`config.mk`:
```
export PLATFORM = sky130hd
export DESIGN_NAME = pipestage
export DESIGN_NICKNAME = d
export VERILOG_FILES = /design/src/pipestage.sv
export SDC_FILE = /design/constraint.sdc
export NUM_CORES = 1
export LEC_CHECK = 0
export BUFFER_PORTS_ARGS = -buffer_cell sky130_fd_sc_hd__buf_2
export CORE_AREA = 4 4 41 43
export CTS_CLUSTER_SIZE = 20
export DETAILED_ROUTE_END_ITERATION = 10
export DIE_AREA = 0 0 45 47
export MAX_ROUTING_LAYER = met4
export PLACE_DENSITY = 0.6
export SYNTH_ARGS = -nofsm -noshare
export SYNTH_HDL_FRONTEND = slang
export SYNTH_SLANG_ARGS = --single-unit
```
`constraint.sdc`:
```
create_clock -name clk -period 1.8 [get_ports clk]
set_clock_uncertainty 0.2 [all_clocks]
set_input_delay 0.18 -clock clk [delete_from_list [all_inputs] [get_ports clk]]
set_output_delay 0.18 -clock clk [all_outputs]
set_load 0.005 [all_outputs]
```
`src/pipestage.sv`:
```
// ------------------------------
// One-entry valid/ready register
// slice with flush
// ------------------------------
`default_nettype none

module pipestage #(
    parameter int width = 8
) (
    input  logic             clk,
    input  logic             rst,
    input  logic             flush,
    input  logic             in_valid,
    output logic             in_ready,
    input  logic [width-1:0] in_data,
    output logic             out_valid,
    input  logic             out_ready,
    output logic [width-1:0] out_data
);

    logic             valid_q;
    logic [width-1:0] data_q;

    // Room when empty or when the held item leaves this cycle
    assign in_ready = !valid_q || out_ready;

    always_ff @(posedge clk) begin
        if (rst || flush) begin
            valid_q <= 1'b0;
        end else if (in_ready) begin
            valid_q <= in_valid;
        end
    end

    always_ff @(posedge clk) begin
        if (in_valid && in_ready) begin
            data_q <= in_data;
        end
    end

    assign out_valid = valid_q;
    assign out_data  = data_q;

    a_hold_on_stall: assert property (
        @(posedge clk) disable iff (rst)
        out_valid && !out_ready && !flush |=> out_valid && $stable(out_data)
    ) else $error("pipestage: output changed while stalled");

endmodule

`default_nettype wire

```
* Word-level counts from Yosys, hierarchy flattened
Cells that the tools add are included.
Cells by class: reductions and logical operators 4
Operators with widths (count):
- $logic_or A1 B1 Y1 | 2
- $logic_and A1 B1 Y1 | 1
- $logic_not A1 Y1 | 1
Storage, ports and cells: bits in registers 9, input port bits 13, output and inout port bits 10, word-level logic and storage cells 6

* Logic depth before layout (Yosys ltp)
depth in word-level cells 3, gate-level depth with buffers 2

* Worst setup path after synthesis
No wires, ideal clock.
path kind flip-flop to flip-flop, start register valid_q, in the netlist out_valid, end register data_q[0], in the netlist out_data[0], enable pin, arrival 675 ps, path slack 665 ps, stages on the path, launching flop included 3, path buffers 0, clock period less this slack 1135 ps, cells stage by stage dfxtp_1 > nand2b_4 > and2_2
On the way: cells in the longest elaborated chain, start to end 3
RTL lines:
- from (decl) | line 21 | logic valid_q;
- from (signal assigned) | line 31 | valid_q <= in_valid;
- $logic_not A1 Y1 | line 25 | assign in_ready = !valid_q || out_ready;
- $logic_or A1 B1 Y1 | line 25
- via in_ready | line 14 | output logic in_ready,
- $logic_and A1 B1 Y1 | line 36 | if (in_valid && in_ready) begin
- to (signal assigned) | line 37 | data_q <= in_data;
- to (decl) | line 22 | logic [width-1:0] data_q;
The timed path passes the listed nets, and every way through them passes these cells. A chain may end at the register's enable or synchronous reset.

* Worst setup path in the final report
start input flush, end register valid_q, in the netlist out_valid
On the way: cells in the longest elaborated chain, start to end 1
RTL lines:
- from (decl) | line 12 | input logic flush,
- $logic_or A1 B1 Y1 | line 28 | if (rst || flush) begin
No other way between the ends.

==> results_dict.tcl <==
set metrics [dict create \
    ys_warn_count 0 \
    worstPathMaxFanout 1 \
    min_period_over_period_pct 86.2 \
    reg2reg_depth 3 \
    placed_cell_area_sq_um 427 \
    crit_path_frequent_cell "dlygate4sd3_1" \
    postCtsSetupBuffers 0 \
    rsz0062_at_grt "no" \
    numCtsBuffers 3 \
    layout.nets 63 \
    postLayoutCellArea_sq_um 553 \
    report.final.slew_viol_count 0 \
    die_w_microns 45 \
    rows 13 \
    crit_end "out_valid$_SDFFE_PP0P_" \
    drc 0 \
    syn-instance-count 13 \
    ys_ff_latch 9 \
    fin_crit_ns 1.55 \
    routed_wl_microns 787 \
    m1WireLength_microns 244 \
    required_ns 1.80 \
    initial_utilization_pct 22.9 \
    drtIter0Drc 1 \
    dpl.hpwl_microns 531 \
    synthesis.nets 26 \
    cts_tree "yes" \
    synthDistinctLibCells 6 \
    hold_viol 0 \
    wl_per_cell_microns 12.3 \
    power_uw 448 \
    clock_latency_ns 0.25 \
    htreeDepth 1 \
    fin_setup_tns_ns 0 \
    worstReg2RegEnd "out_valid$_SDFFE_PP0P_" \
    ant_nets 0 \
    clock-sinks 9 \
    route.met3.wl_microns 84 \
    seq_area_sq_um 260 \
    cts_resized 0 \
    setup_violations 0 \
    worst_slew_pin_slew_ns 0.188 \
    grt_antenna_before_repair 0 \
    grt_max_degree 9 \
    port_buffers 22 \
    r2r_slack_ns 0.30 \
    coreArea_sq_mm 0.00130 \
    fmax_mhz 645 \
    synth_area_per_cell_sq_um 22.9 \
    cap_violations 0 \
    cp-end-kind "register" \
    io_pins 23 \
    crit_start "flush" \
    grt_pass1_wl_microns 1210 \
    dieArea_sq_mm 0.00212 \
    drtPass1Iterations 2 \
    power_leakage_uw 0.000248 \
    crit_path_start_kind "input port" \
    place.gp.congestion 0.624 \
    die_h_microns 47 \
    wl_met2_microns 458 \
    syn_area_sq_um 298 \
    critical_path_class "in2reg" \
    fin_util_pct 42.5 \
    slowest_delay_ns 0.57 \
    arrival_ns 1.55 \
    cts_root_buf "clkbuf_4" \
    vdd.ir_drop.worst_v 0.000353 \
    powerDensity_mw_per_mm2 810 \
    highest_layer "met3" \
    hold_ws_ns 0.209 \
    grtUsageTotal_pct 9.50 \
    cp_slowest_cell "dlygate4sd3_1" \
    clkTransAtPathRegs_ns 0.06 \
    seq_area_frac_synth_pct 87.4 \
    hold_path.class "in2reg" \
    n_fill_cell 144 \
    rr_startpoint "out_valid$_SDFFE_PP0P_" \
    cp_cell_sequence "dlygate4sd3_1, buf_2, a211oi_2, dlygate4sd3_1" \
    n_antenna_cell 0 \
    layout-drive-gt1-share_pct 57.1 \
    overflow 0 \
    route.vias.total 247 \
    relSlewSlack_pct 87.5 \
    outcome "completed" \
    area_delta_synth_final_pct 85.7 \
    multi_input_area_sq_um 33.8 \
    cts_max_path_buffers 2 \
    vias_per_cell 3.86 \
    min_from "in_valid" \
    first_global_vias 283 \
]
-- flip-flops by register name (all words and copies together) (netlist names) --
signal	flops
out_data	8
out_valid	1
-- layer usage --
| metal | GRT usage (%) | vias to the layer above |
|---|---|---|
| met4 | 7.02 | 0 |
| met5 | - | - |
| met3 | 3.45 | 0 |
| met1 | 7.08 | 112 |
| met2 | 18.1 | 14 |
| li1 | - | 121 |
-- worst min-delay path by stage --
| stage | endpoint | slack [ns] | cells past startpoint |
|---|---|---|---|
| global route | out_data[1]$_DFFE_PP_ | 0.22 | 2 |
| global placement | out_valid$_SDFFE_PP0P_ | 0.15 | 2 |
| CTS | out_data[1]$_DFFE_PP_ | 0.20 | 2 |
| detailed placement | out_valid$_SDFFE_PP0P_ | 0.15 | 2 |
| floorplan | out_valid$_SDFFE_PP0P_ | 0.04 | 1 |
| finish | out_data[0]$_DFFE_PP_ | 0.21 | 2 |
-- timing repair --
action / in CTS / in global routing
setup endpoints to repair: 0 / 0
hold buffers: 10 / 0
endpoints found under the hold margin: 9 / 0
-- power breakdown --
| part | internal [uW] | switching [uW] | total [uW] | leakage (uW) |
|---|---|---|---|---|
| sequential | 241 | 3.25 | 244 | 0.0000861 |
| clock | 85.2 | 66.5 | 152 | 0.0000150 |
| combinational | 33.6 | 18.4 | 52.1 | 0.000147 |
| total | 360 | 88.2 | 448 | 0.000248 |
-- per-stage QoR --
step	setup WS, ns	instances
global placement	0.655	50
detailed placement	0.633	50
floorplan	0.665	13
finish	0.249	64
CTS	0.301	64
global route	0.218	64
-- area by class of cell --
type | instances | share of cell area (%)
inverter | 1 | 0.679
tap | 15 | 3.39
multi-input combinational | 3 | 6.11
sequential | 9 | 47.1
clock buffer | 4 | 4.75
timing repair buffer | 32 | 38.0
-- worst max-delay path: cells and delay by family --
family	cells	cell delay, ns
buffers and inverters	3	1.22
AO/OA/AOI/OAI	1	0.15
-- cells by family (layout without fill, tap and decap cells) --
logic type,count (synthesis),after routing,share of synthesized area [%]
compound gates,1,1,4.20
buf+inv,1,37,1.26
flops,9,9,87.4
simple gates,2,2,7.14
-- cells in the final DEF, fill, tap and decap left out, drive strengths merged --
cell,count
and2,1
dfxtp,1
clkbuf,4
edfxtp,8
dlygate4sd3,10
inv,1
buf,22
nand2b,1
a211oi,1
-- Yosys cell counts --
cell type | number | area (sq um)
and2_2 | 1 | 7.51
edfxtp_1 | 8 | 240
nand2b_4 | 1 | 13.8
inv_1 | 1 | 3.75
dfxtp_1 | 1 | 20.0
a211oi_2 | 1 | 12.5
Note: power is estimated with default switching activity, not from simulation.
