## src/flags_pkg.sv

```systemverilog
// ------------------------------
// Flag bit positions and branch
// condition encoding
// ------------------------------
`default_nettype none

package flags_pkg;

    localparam int flag_n = 6;

    // Bit positions in the flags vector
    localparam int flag_cf = 0;
    localparam int flag_zf = 1;
    localparam int flag_sf = 2;
    localparam int flag_of = 3;
    localparam int flag_pf = 4;
    localparam int flag_df = 5;

    typedef enum logic [2:0] {
        cond_z      = 3'd0,
        cond_nz     = 3'd1,
        cond_c      = 3'd2,
        cond_nc     = 3'd3,
        cond_s      = 3'd4,
        cond_ns     = 3'd5,
        cond_o      = 3'd6,
        cond_always = 3'd7
    } cond_e;

endpackage

`default_nettype wire

```

## src/eflags.sv

```systemverilog
// ------------------------------
// Architectural flags register
// ------------------------------
`default_nettype none

module eflags (
    input  logic                          clk,
    input  logic                          rst,
    input  logic                          write,
    input  logic [flags_pkg::flag_n-1:0]  flags_in,
    input  logic [flags_pkg::flag_n-1:0]  flags_mask,
    output logic [flags_pkg::flag_n-1:0]  flags_out
);

    logic [flags_pkg::flag_n-1:0] flags_q;

    always_ff @(posedge clk) begin
        if (rst) begin
            flags_q <= '0;
        end else if (write) begin
            // Only the masked bits take the new value
            flags_q <= (flags_q & ~flags_mask) | (flags_in & flags_mask);
        end
    end

    assign flags_out = flags_q;

    a_masked_write: assert property (
        @(posedge clk) disable iff (rst)
        write |=> ((flags_out & $past(flags_mask)) == ($past(flags_in) & $past(flags_mask)))
    ) else $error("eflags: masked write not visible next cycle");

endmodule

`default_nettype wire

```

## config.mk

```make
export PLATFORM = sky130hd
export DESIGN_NAME = eflags
export DESIGN_NICKNAME = d
export VERILOG_FILES = /design/src/flags_pkg.sv /design/src/eflags.sv
export SDC_FILE = /design/constraint.sdc
export NUM_CORES = 1
export LEC_CHECK = 0
export ABC_AREA = 1
export BUFFER_PORTS_ARGS = -buffer_cell sky130_fd_sc_hd__buf_2
export CAP_MARGIN = 20
export CORE_AREA = 5 5 42 44
export DETAILED_ROUTE_END_ITERATION = 8
export DIE_AREA = 0 0 47 49
export GPL_TIMING_DRIVEN = 0
export PLACE_DENSITY = 0.45
export SLEW_MARGIN = 20
export SYNTH_ARGS = -nofsm -noshare
export SYNTH_HDL_FRONTEND = slang
export SYNTH_SLANG_ARGS = --single-unit
```

## constraint.sdc

```tcl
create_clock -name clk -period 1.5 [get_ports clk]
set_input_delay 0.075 -clock clk [delete_from_list [all_inputs] [get_ports clk]]
set_output_delay 0.075 -clock clk [all_outputs]
set_load 0.05 [all_outputs]
```

======== Yosys cells after proc, flatten, opt, wreduce, memory -nomap -nowiden ========
Cells that the tools add are included.
operators by class
  bitwise logic cells ..................... 4
operators with widths
  kind       count
  6-bit AND  2
  6-bit NOT  1
  6-bit OR   1
storage, ports and cells
  output and inout bits ................... 6
  flip-flop bits (word level) ............. 6

======== Longest topological paths before layout ========
Gate-level depths: netlist of the first run.
  depth after elaboration ................. 3
  depth in mapped cells ................... 4
  mapped depth without buffers ............ 4

======== Worst setup path after synthesis of the first run ========
OpenSTA, ideal clock, no wires.
  path type ............................... reg2reg
  start point ............................. register with a tool-made name
  end point ............................... register with a tool-made name
  required time ........................... 1.436 ns
  clock period less this slack ............ 0.916 ns
  path slack .............................. 0.584 ns
  data arrival time ....................... 0.852 ns
  stages on the path, launching flop included .. 5
  buffers on the path ..................... 0
  cells stage by stage .................... dfxtp_1 -> inv_1 -> nand2_1 -> nand2_1 -> nor2_1

==> key figures, run 1 <==
Critical path
  • Worst Path Arrival: 0.83 ns
  • Crit Path Max Fanout: 2
  • Crit path largest cell delay: about 0.32 ns
  • Crit path max-delay family: flip-flops
  • Buffers & Inverters on Critical Path: 1
  • Crit path launch type: flip-flop
  • Crit end category: output port
  • CP Class: flip-flop to output port
  • Crit path required time: 1.42 ns
  • Slowest cell on crit path: dfxtp_1
  • Crit path cell chain: buf_2

Power
  • PwrDens: 1040 mW/mm²
  • Peak VDD IR: 0.342 mV
  • Static leakage: 0.000249 µW

STA
  • Final worst path period share: 60.0%
  • Clk_skew: 0 ns
  • Hold Vio Cnt, Final: 0
  • Fin. max-slew vios: 0
  • Fmax: ~1100 MHz
  • Final Critical Period: 0.901 ns
  • Slew @ Worst Pin: 0.250 ns
  • Total negative slack: 0 ns
  • RSZ-0062 raised after global routing: false
  • Final setup violation count: 0
  • Hold Slack: 0.0546 ns
  • Max_slew headroom: 83.5%

Global route
  • Total Routing Usage GR: under 10%
  • Gr ovfl total: 0
  • Initial antenna violation count: 0
  • Vias in the first global route: 225
  • First-pass GRT wire length: 945 µm
  • Largest net degree at the start of global routing: 7

Finish
  • Area Overhead vs Synth: 54.5%
  • Share of cells above drive strength 1: 36.4%
  • Nets: between 80 and 90
  • Diode count: 0

Synthesis
  • Post-synthesis cell type count: 5
  • Post-synthesis sequential area ratio: 45.9%
  • Post-Syn Area: 262 µm²
  • Synth Register Bits: 6
  • Synth Warn #: 0
  • Synthesized instance count: between 40 and 50
  • Synthesized area per cell: 6.08 µm²
  • Net Count, Synth: 58

Worst hold path
  • HP Class: input port to flip-flop

CTS
  • Longest Clk Path Bufs: 2
  • Clk sinks: 6
  • Clk_lat worst skew: 0.24 ns
  • Cts bufs inserted: 3
  • Post-CTS Hold Buffers: 0
  • CTS tree: yes
  • CTS root buf: clkbuf_4
  • CTS clk-pin slew, worst paths: around 0.04 ns
  • Setup Fix Bufs, Post-CTS: 0
  • H-tree depth: 1
  • Post-CTS Resized: 0

Detailed routing
  • DRT iter0 DRCs: 2
  • WL/cell: 8.20 µm
  • WL final: 672 µm
  • Vias/cell: around 3.6
  • Vias: 292
  • Residual DRC: 0
  • 1st-pass router iterations: 2
  • Remaining antenna violation count after routing: 0

Floorplan
  • Core box area: 0.00140 mm²
  • I/O pin total: 21
  • Area of the die: 0.00230 mm²
  • Die Wd: 47 µm
  • Starting Density: 18.7%
  • Chip Height: 49 µm
  • Row count: 14

Status
  • Status: finished clean

Placed design
  • DP HPWL: 550 µm
  • GP Congestion: 0.658
  • Port bufs: 20

Run
  • Max-Cap Viols: 0
-- worst paths after layout --
check              start            to  slack [ns]  cells after the start
max            flip-flop  flags_out[1]        0.60                      1
min reg2reg    flip-flop     flip-flop        0.51                      4
max reg2reg    flip-flop     flip-flop        0.91                      4
min          flags_in[4]     flip-flop        0.05                      3
-- cell usage in the layout (no fill, tap or decap) --
master / synthesis / routed
buf_2: 0 / 20
inv_4: 1 / 1
clkbuf_4: 0 / 3
nand2_1: 18 / 18
dfxtp_1: 6 / 6
inv_1: 6 / 6
nor2_1: 12 / 12
-- synth_stat cells, drive strengths merged --
cell type,number,area [µm²]
inv,7,28.8
nor2,12,45.0
nand2,18,67.6
dfxtp,6,120
-- kinds of logic after synthesis --
kind of cell / count (synthesis) / synth area share (%)
AND/OR/NAND/NOR: 30 / 43.1
flip-flops: 6 / 45.9
buffers and inverters: 7 / 11.0
-- metal layers --
metal,routed length [µm],global-route usage [%],vias to the layer above
met2,311,7.92,11
met5,0,0,-
met3,77,7.01,0
met4,0,2.76,0
met1,283,6.80,110
li1,-,-,171
-- metrics by stage --
step / power, µW / cell area (µm²) / worst slack, ns / cells / utilization [%]
finish: 418 / 404 / 0.599 / 82 / 28.8
global route: 452 / 404 / 0.537 / 82 / 28.8
CTS: 431 / 404 / 0.583 / 82 / 28.8
detailed placement: 278 / 382 / 0.855 / 79 / 27.2
global placement: 277 / 382 / 0.860 / 79 / 27.2
floorplan: 243 / 262 / 0.584 / 43 / -
-- cell type report --
| type | count | area (µm²) |
|---|---|---|
| clock buffer | 3 | 22.5 |
| fill | 157 | 997 |
| inverter | 7 | 28.8 |
| multi-input combinational | 30 | 113 |
| sequential | 6 | 120 |
| tap | 16 | 20.0 |
| timing repair buffer | 20 | 100 |
-- report_power, final --
group	internal, µW	switching [µW]
logic	31.4	66.7
clock network	90.2	54.6
registers	171	4.47
total	293	126
Power figures use the tool's default switching activity.
==> inputs of run 2 (changes only) <==
Settings changed: PLACE_DENSITY 0.45 to 0.47.
Clock period 1.5 ns to 0.8 ns, I/O delays scaled along.
==> run 2 against run 1 <==
  * Power up 96%
  * Flip-flop and latch count unchanged
  * Non-clock buffer count unchanged
  * Global-route usage up 0.52 points
  * Via count up 2.4%
  * Cell count unchanged
  * Critical path depth unchanged
  * Clock skew unchanged
  * Sequential share of layout area down 1.3 points
  * Largest cell class is now non-clock buffers
==> key figures, run 2 (same netlist as run 1, synthesis figures left out) <==
Status
  • Status: finished clean

Floorplan
  • Starting Density: 18.7%
  • Core box area: 0.00140 mm²
  • Row count: 14
  • Chip Height: between 40 and 50 µm
  • Die Wd: 47 µm
  • Area of the die: 0.00230 mm²
  • I/O pin total: 21

Critical path
  • Crit path largest cell delay: 0.33 ns
  • Crit Path Max Fanout: 2
  • Crit path required time: around 0.76 ns
  • Crit path launch type: flip-flop
  • CP Class: flip-flop to output port
  • Crit end category: output port
  • Worst reg2reg setup slack: approximately 0.19 ns
  • Crit path max-delay family: flip-flops
  • Slowest cell on crit path: dfxtp_2
  • Buffers & Inverters on Critical Path: 1
  • Reg2reg path depth: 4
  • Crit path cell chain: buf_6
  • Worst Path Arrival: 0.72 ns

CTS
  • Clk sinks: 6
  • Longest Clk Path Bufs: 2
  • Clk_lat worst skew: ~0.24 ns
  • Post-CTS Hold Buffers: 0
  • CTS root buf: clkbuf_4
  • Setup Fix Bufs, Post-CTS: 0
  • H-tree depth: 1
  • CTS clk-pin slew, worst paths: 0.05 ns
  • Post-CTS Resized: 8
  • CTS tree: yes
  • Cts bufs inserted: 3

Run
  • Max-Cap Viols: 0

STA
  • Slew @ Worst Pin: 0.121 ns
  • Fin. max-slew vios: 0
  • Clk_skew: 0 ns
  • Total negative slack: 0 ns
  • Final worst path period share: a little over nine tenths
  • Final Critical Period: approximately 0.76 ns
  • Final setup violation count: 0
  • Hold Slack: 0.0255 ns
  • RSZ-0062 raised after global routing: false
  • Fmax: 1320 MHz
  • Max_slew headroom: 91.9%
  • Hold Vio Cnt, Final: 0

Finish
  • Share of cells above drive strength 1: 45.5%
  • Fillcell total: 171
  • Fin cells: 82
  • Commonest non-fill, non-tap cell in the layout: nand2_1
  • Nets: 83
  • Area Overhead vs Synth: 71.8%
  • Post-route cell area: 449 µm²
  • Most frequent cells in the layout: nand2_1 (18), buf_2 (14), nor2_1 (12)
  • Diode count: 0
  • Post-layout util: 32.1%

Detailed routing
  • Remaining antenna violation count after routing: 0
  • DRT iter0 DRCs: 0
  • 1st-pass router iterations: 1
  • WL final: 660 µm
  • Vias/cell: 3.65
  • Vias: 299
  • Residual DRC: 0
  • WL/cell: between 8 and 9 µm

Worst hold path
  • HP Class: input port to flip-flop
  • HP Start: flags_in[2]
  • Hold Crit Depth: 3

Global route
  • First-pass GRT wire length: 1.12 mm
  • Initial antenna violation count: 0
  • Gr ovfl total: 0
  • Vias in the first global route: 300
  • Largest net degree at the start of global routing: 7
  • Total Routing Usage GR: 6.92%

Placed design
  • Port bufs: 20
  • Inst Count DP: 79
  • Placed cell area: a little under 400 µm²
  • GP Congestion: 0.734

Power
  • Peak VDD IR: about 0.48 mV
  • Static leakage: 0.000258 µW
  • PwrDens: about 1800 mW/mm²
[run 2: changes by cell type in the layout (fill, tap and decap cells not counted)]
cell     delta
buf_2       -6
buf_6       +6
dfxtp_1     -6
dfxtp_2     +6
[run 2: final cells by class]
| cell class | instances | area (µm²) | area share (%) |
|---|---|---|---|
| Multi-Input combinational cell | 30 | 113 | 25.1 |
| Sequential cell | 6 | 128 | 28.4 |
| Clock buffer | 3 | 22.5 | 5.01 |
| Timing Repair Buffer | 20 | 138 | 30.6 |
| Inverter | 7 | 28.8 | 6.41 |
| Tap cell | 16 | 20.0 | 4.46 |
[run 2: worst max-delay path by stage]
stage,end,slack (ns),cells past startpoint
floorplan,flip-flop,0.04,4
global placement,flags_out[3],0.20,1
detailed placement,flags_out[2],0.20,1
CTS,flags_out[0],0.002,1
global route,flags_out[1],0.003,1
finish,flags_out[1],0.04,1
[run 2: metal layers]
layer | vias to the layer above | GRT usage [%] | wire length, µm
li1 | 172 | - | -
met1 | 119 | 7.98 | 282
met2 | 8 | 9.73 | 323
met3 | 0 | 3.69 | 53
met4 | 0 | 4.15 | 0
met5 | - | 0 | 0
[run 2: stage by stage]
step / worst slack (ns) / power [µW]
after CTS: 0.00200 / 833
final: 0.0401 / 819
after floorplan: 0.0410 / 460
after global routing: 0.00319 / 872
after detailed placement: 0.204 / 525
after global placement: 0.203 / 524
[run 2: report_power, final]
part	total [µW]	leakage [µW]	switching (µW)	internal, µW
Combinational	208	0.000192	125	83.0
Clock	273	0.0000138	104	169
Sequential	338	0.0000517	13.1	325
Total	819	0.000258	242	577
==> inputs of run 3 (changes only) <==
Settings changed: BUFFER_PORTS_ARGS -buffer_cell sky130_fd_sc_hd__buf_2 to -buffer_cell sky130_fd_sc_hd__buf_4.
==> run 3 against run 2 <==
  * Utilization increased by 3.3 points
  * Wire length grew 2.1%
  * Count of clock-buffer cells in the layout stayed put
  * Clock power hardly changed
  * Setup slack lost 0.010 ns
  * Global-route usage is 0.48 points higher
  * Fmax fell by 1.3%
  * Register-to-register slack hardly changed
  * Sequential share of layout area decreased by 2.7 points
  * Flip-flop and latch count unchanged
==> key figures, run 3 (same netlist as run 1, synthesis figures left out) <==
STA
  • Fin. max-slew vios: 0
  • Hold Vio Cnt, Final: 0
  • PnR worst setup slack: 0.0299 ns
  • Clk_skew: 0 ns
  • Fmax: roughly 1300 MHz
  • Max_slew headroom: 92.8%
  • Final Critical Period: 0.770 ns
  • Slew @ Worst Pin: 0.108 ns
  • Total negative slack: 0 ns
  • Final setup violation count: 0
  • Final worst path period share: between 90% and 100%
  • RSZ-0062 raised after global routing: true

Finish
  • Multi-input logic area: ~110 µm²
  • Commonest non-fill, non-tap cell in the layout: nand2_1
  • Reg area: 128 µm²
  • Area Overhead vs Synth: 89.5%
  • Fin cells: 82
  • Fillcell total: between 150 and 200
  • Share of cells above drive strength 1: 45.5%
  • Nets: 83
  • Diode count: 0
  • Most frequent cells in the layout: nand2_1 (18), buf_4 (14), nor2_1 (12)

Floorplan
  • Starting Density: 18.7%
  • Area of the die: approximately 0.0023 mm²
  • Core box area: 0.00140 mm²
  • Row count: 14
  • Die Wd: 47 µm
  • I/O pin total: 21
  • Chip Height: 49 µm

Power
  • Static leakage: between 0.0002 and 0.0003 µW
  • Gate power share: 27.5%
  • Switching pwr: 246 µW
  • Clk pwr share: between 30 and 40%
  • Switching Fraction: between 20% and 30%
  • Peak VDD IR: roughly 0.84 mV
  • Int Pwr: 604 µW
  • Overall Power: 850 µW
  • Flop pwr share: 40.0%
  • PwrDens: 1720 mW/mm²

Detailed routing
  • DRT iter0 DRCs: 0
  • WL final: 674 µm
  • Remaining antenna violation count after routing: 0
  • WL/cell: 8.22 µm
  • Vias/cell: between 3 and 4
  • Vias: 293
  • 1st-pass router iterations: 1
  • Residual DRC: 0

Critical path
  • CP Class: flip-flop to output port
  • Stages on the worst setup path: 1
  • Buffers & Inverters on Critical Path: 1
  • Reg2reg path depth: 4
  • Crit end category: output port
  • Slowest cell on crit path: dfxtp_2
  • Crit path cell chain: buf_8
  • Crit path max-delay family: flip-flops
  • Crit path required time: ~0.76 ns
  • Crit Path Max Fanout: 2
  • Crit path launch type: flip-flop
  • Crit path largest cell delay: roughly 0.34 ns
  • Worst Path Arrival: 0.73 ns

Global route
  • First-pass GRT wire length: 1.20 mm
  • Initial antenna violation count: 0
  • Largest net degree at the start of global routing: 7
  • Total Routing Usage GR: 7.40%
  • Vias in the first global route: between 300 and 400
  • Gr ovfl total: 0

CTS
  • Clk sinks: 6
  • H-tree depth: 1
  • Setup Fix Bufs, Post-CTS: 0
  • CTS clk-pin slew, worst paths: roughly 0.040 ns
  • Clk_lat worst skew: 0.24 ns
  • Post-CTS Hold Buffers: 0
  • CTS tree: yes
  • Cts bufs inserted: 3
  • Longest Clk Path Bufs: 2
  • CTS root buf: clkbuf_4

Run
  • Max-Cap Viols: 0

Worst hold path
  • Hold Crit Depth: 3
  • HP Class: input port to flip-flop

Status
  • Status: finished clean

Placed design
  • GP Congestion: 0.674
  • Port bufs: 20
  • Inst Count DP: 79
  • Pre-CTS WS: between 0.2 and 0.25 ns
run 3: cell counts in the layout (fill, tap and decap cells not counted):
No cell type changed its count.
run 3: worst reg2reg max path, delay by kind of cell, from the launching register on:
kind / cells / cell delay [ns]
buf+inv: 1 / 0.04
simple gates: 3 / 0.17
flops: 1 / 0.34
run 3: metal layers:
metal | share of wire, % | up-vias | global-route usage (%) | wire length, µm
li1 | - | 170 | - | -
met1 | 43 | 113 | 7.95 | 287
met2 | 48 | 10 | 10.4 | 324
met3 | 9.2 | 0 | 7.38 | 62
met4 | 0 | 0 | 1.38 | 0
met5 | 0 | - | 0 | 0
run 3: what timing repair did:
item	CTS	global route
pin swaps	0	0
endpoints found under the setup margin	3	5
resized for setup	3	6
run 3: per-stage QoR:
| step | hold WS, ns | util, % | instance area [µm²] |
|---|---|---|---|
| 3_5_place_dp | 0.271 | 31.3 | 439 |
| 6_report | 0.0183 | 35.4 | 495 |
| 4_1_cts | 0.0128 | 33.8 | 473 |
| 2_1_floorplan | 0.175 | - | 269 |
| 5_1_grt | 0.0274 | 35.4 | 495 |
| 3_3_place_gp | 0.267 | 31.3 | 439 |
run 3: worst paths after layout:
| check | slack, ns | endpoint | startpoint |
|---|---|---|---|
| hold reg to reg | 0.51 | flip-flop | flip-flop |
| hold / removal | 0.02 | flip-flop | flags_in[2] |
| setup reg to reg | 0.19 | flip-flop | flip-flop |
| setup / recovery | 0.03 | flags_out[1] | flip-flop |
run 3: layout make-up:
class | instances | area share (%)
timing repair buffer | 20 | 37.1
sequential | 6 | 25.8
multi-input combinational | 30 | 22.7
inverter | 7 | 5.81
clock buffer | 3 | 4.55
tap | 16 | 4.04
run 3: power groups by stage:
stage	Clock [µW]	Combinational, µW	Sequential (µW)
2_1_floorplan	0	48.8	411
3_3_place_gp	0	216	339
3_5_place_dp	0	217	339
4_1_cts	295	224	336
5_1_grt	323	257	343
6_report	276	234	340
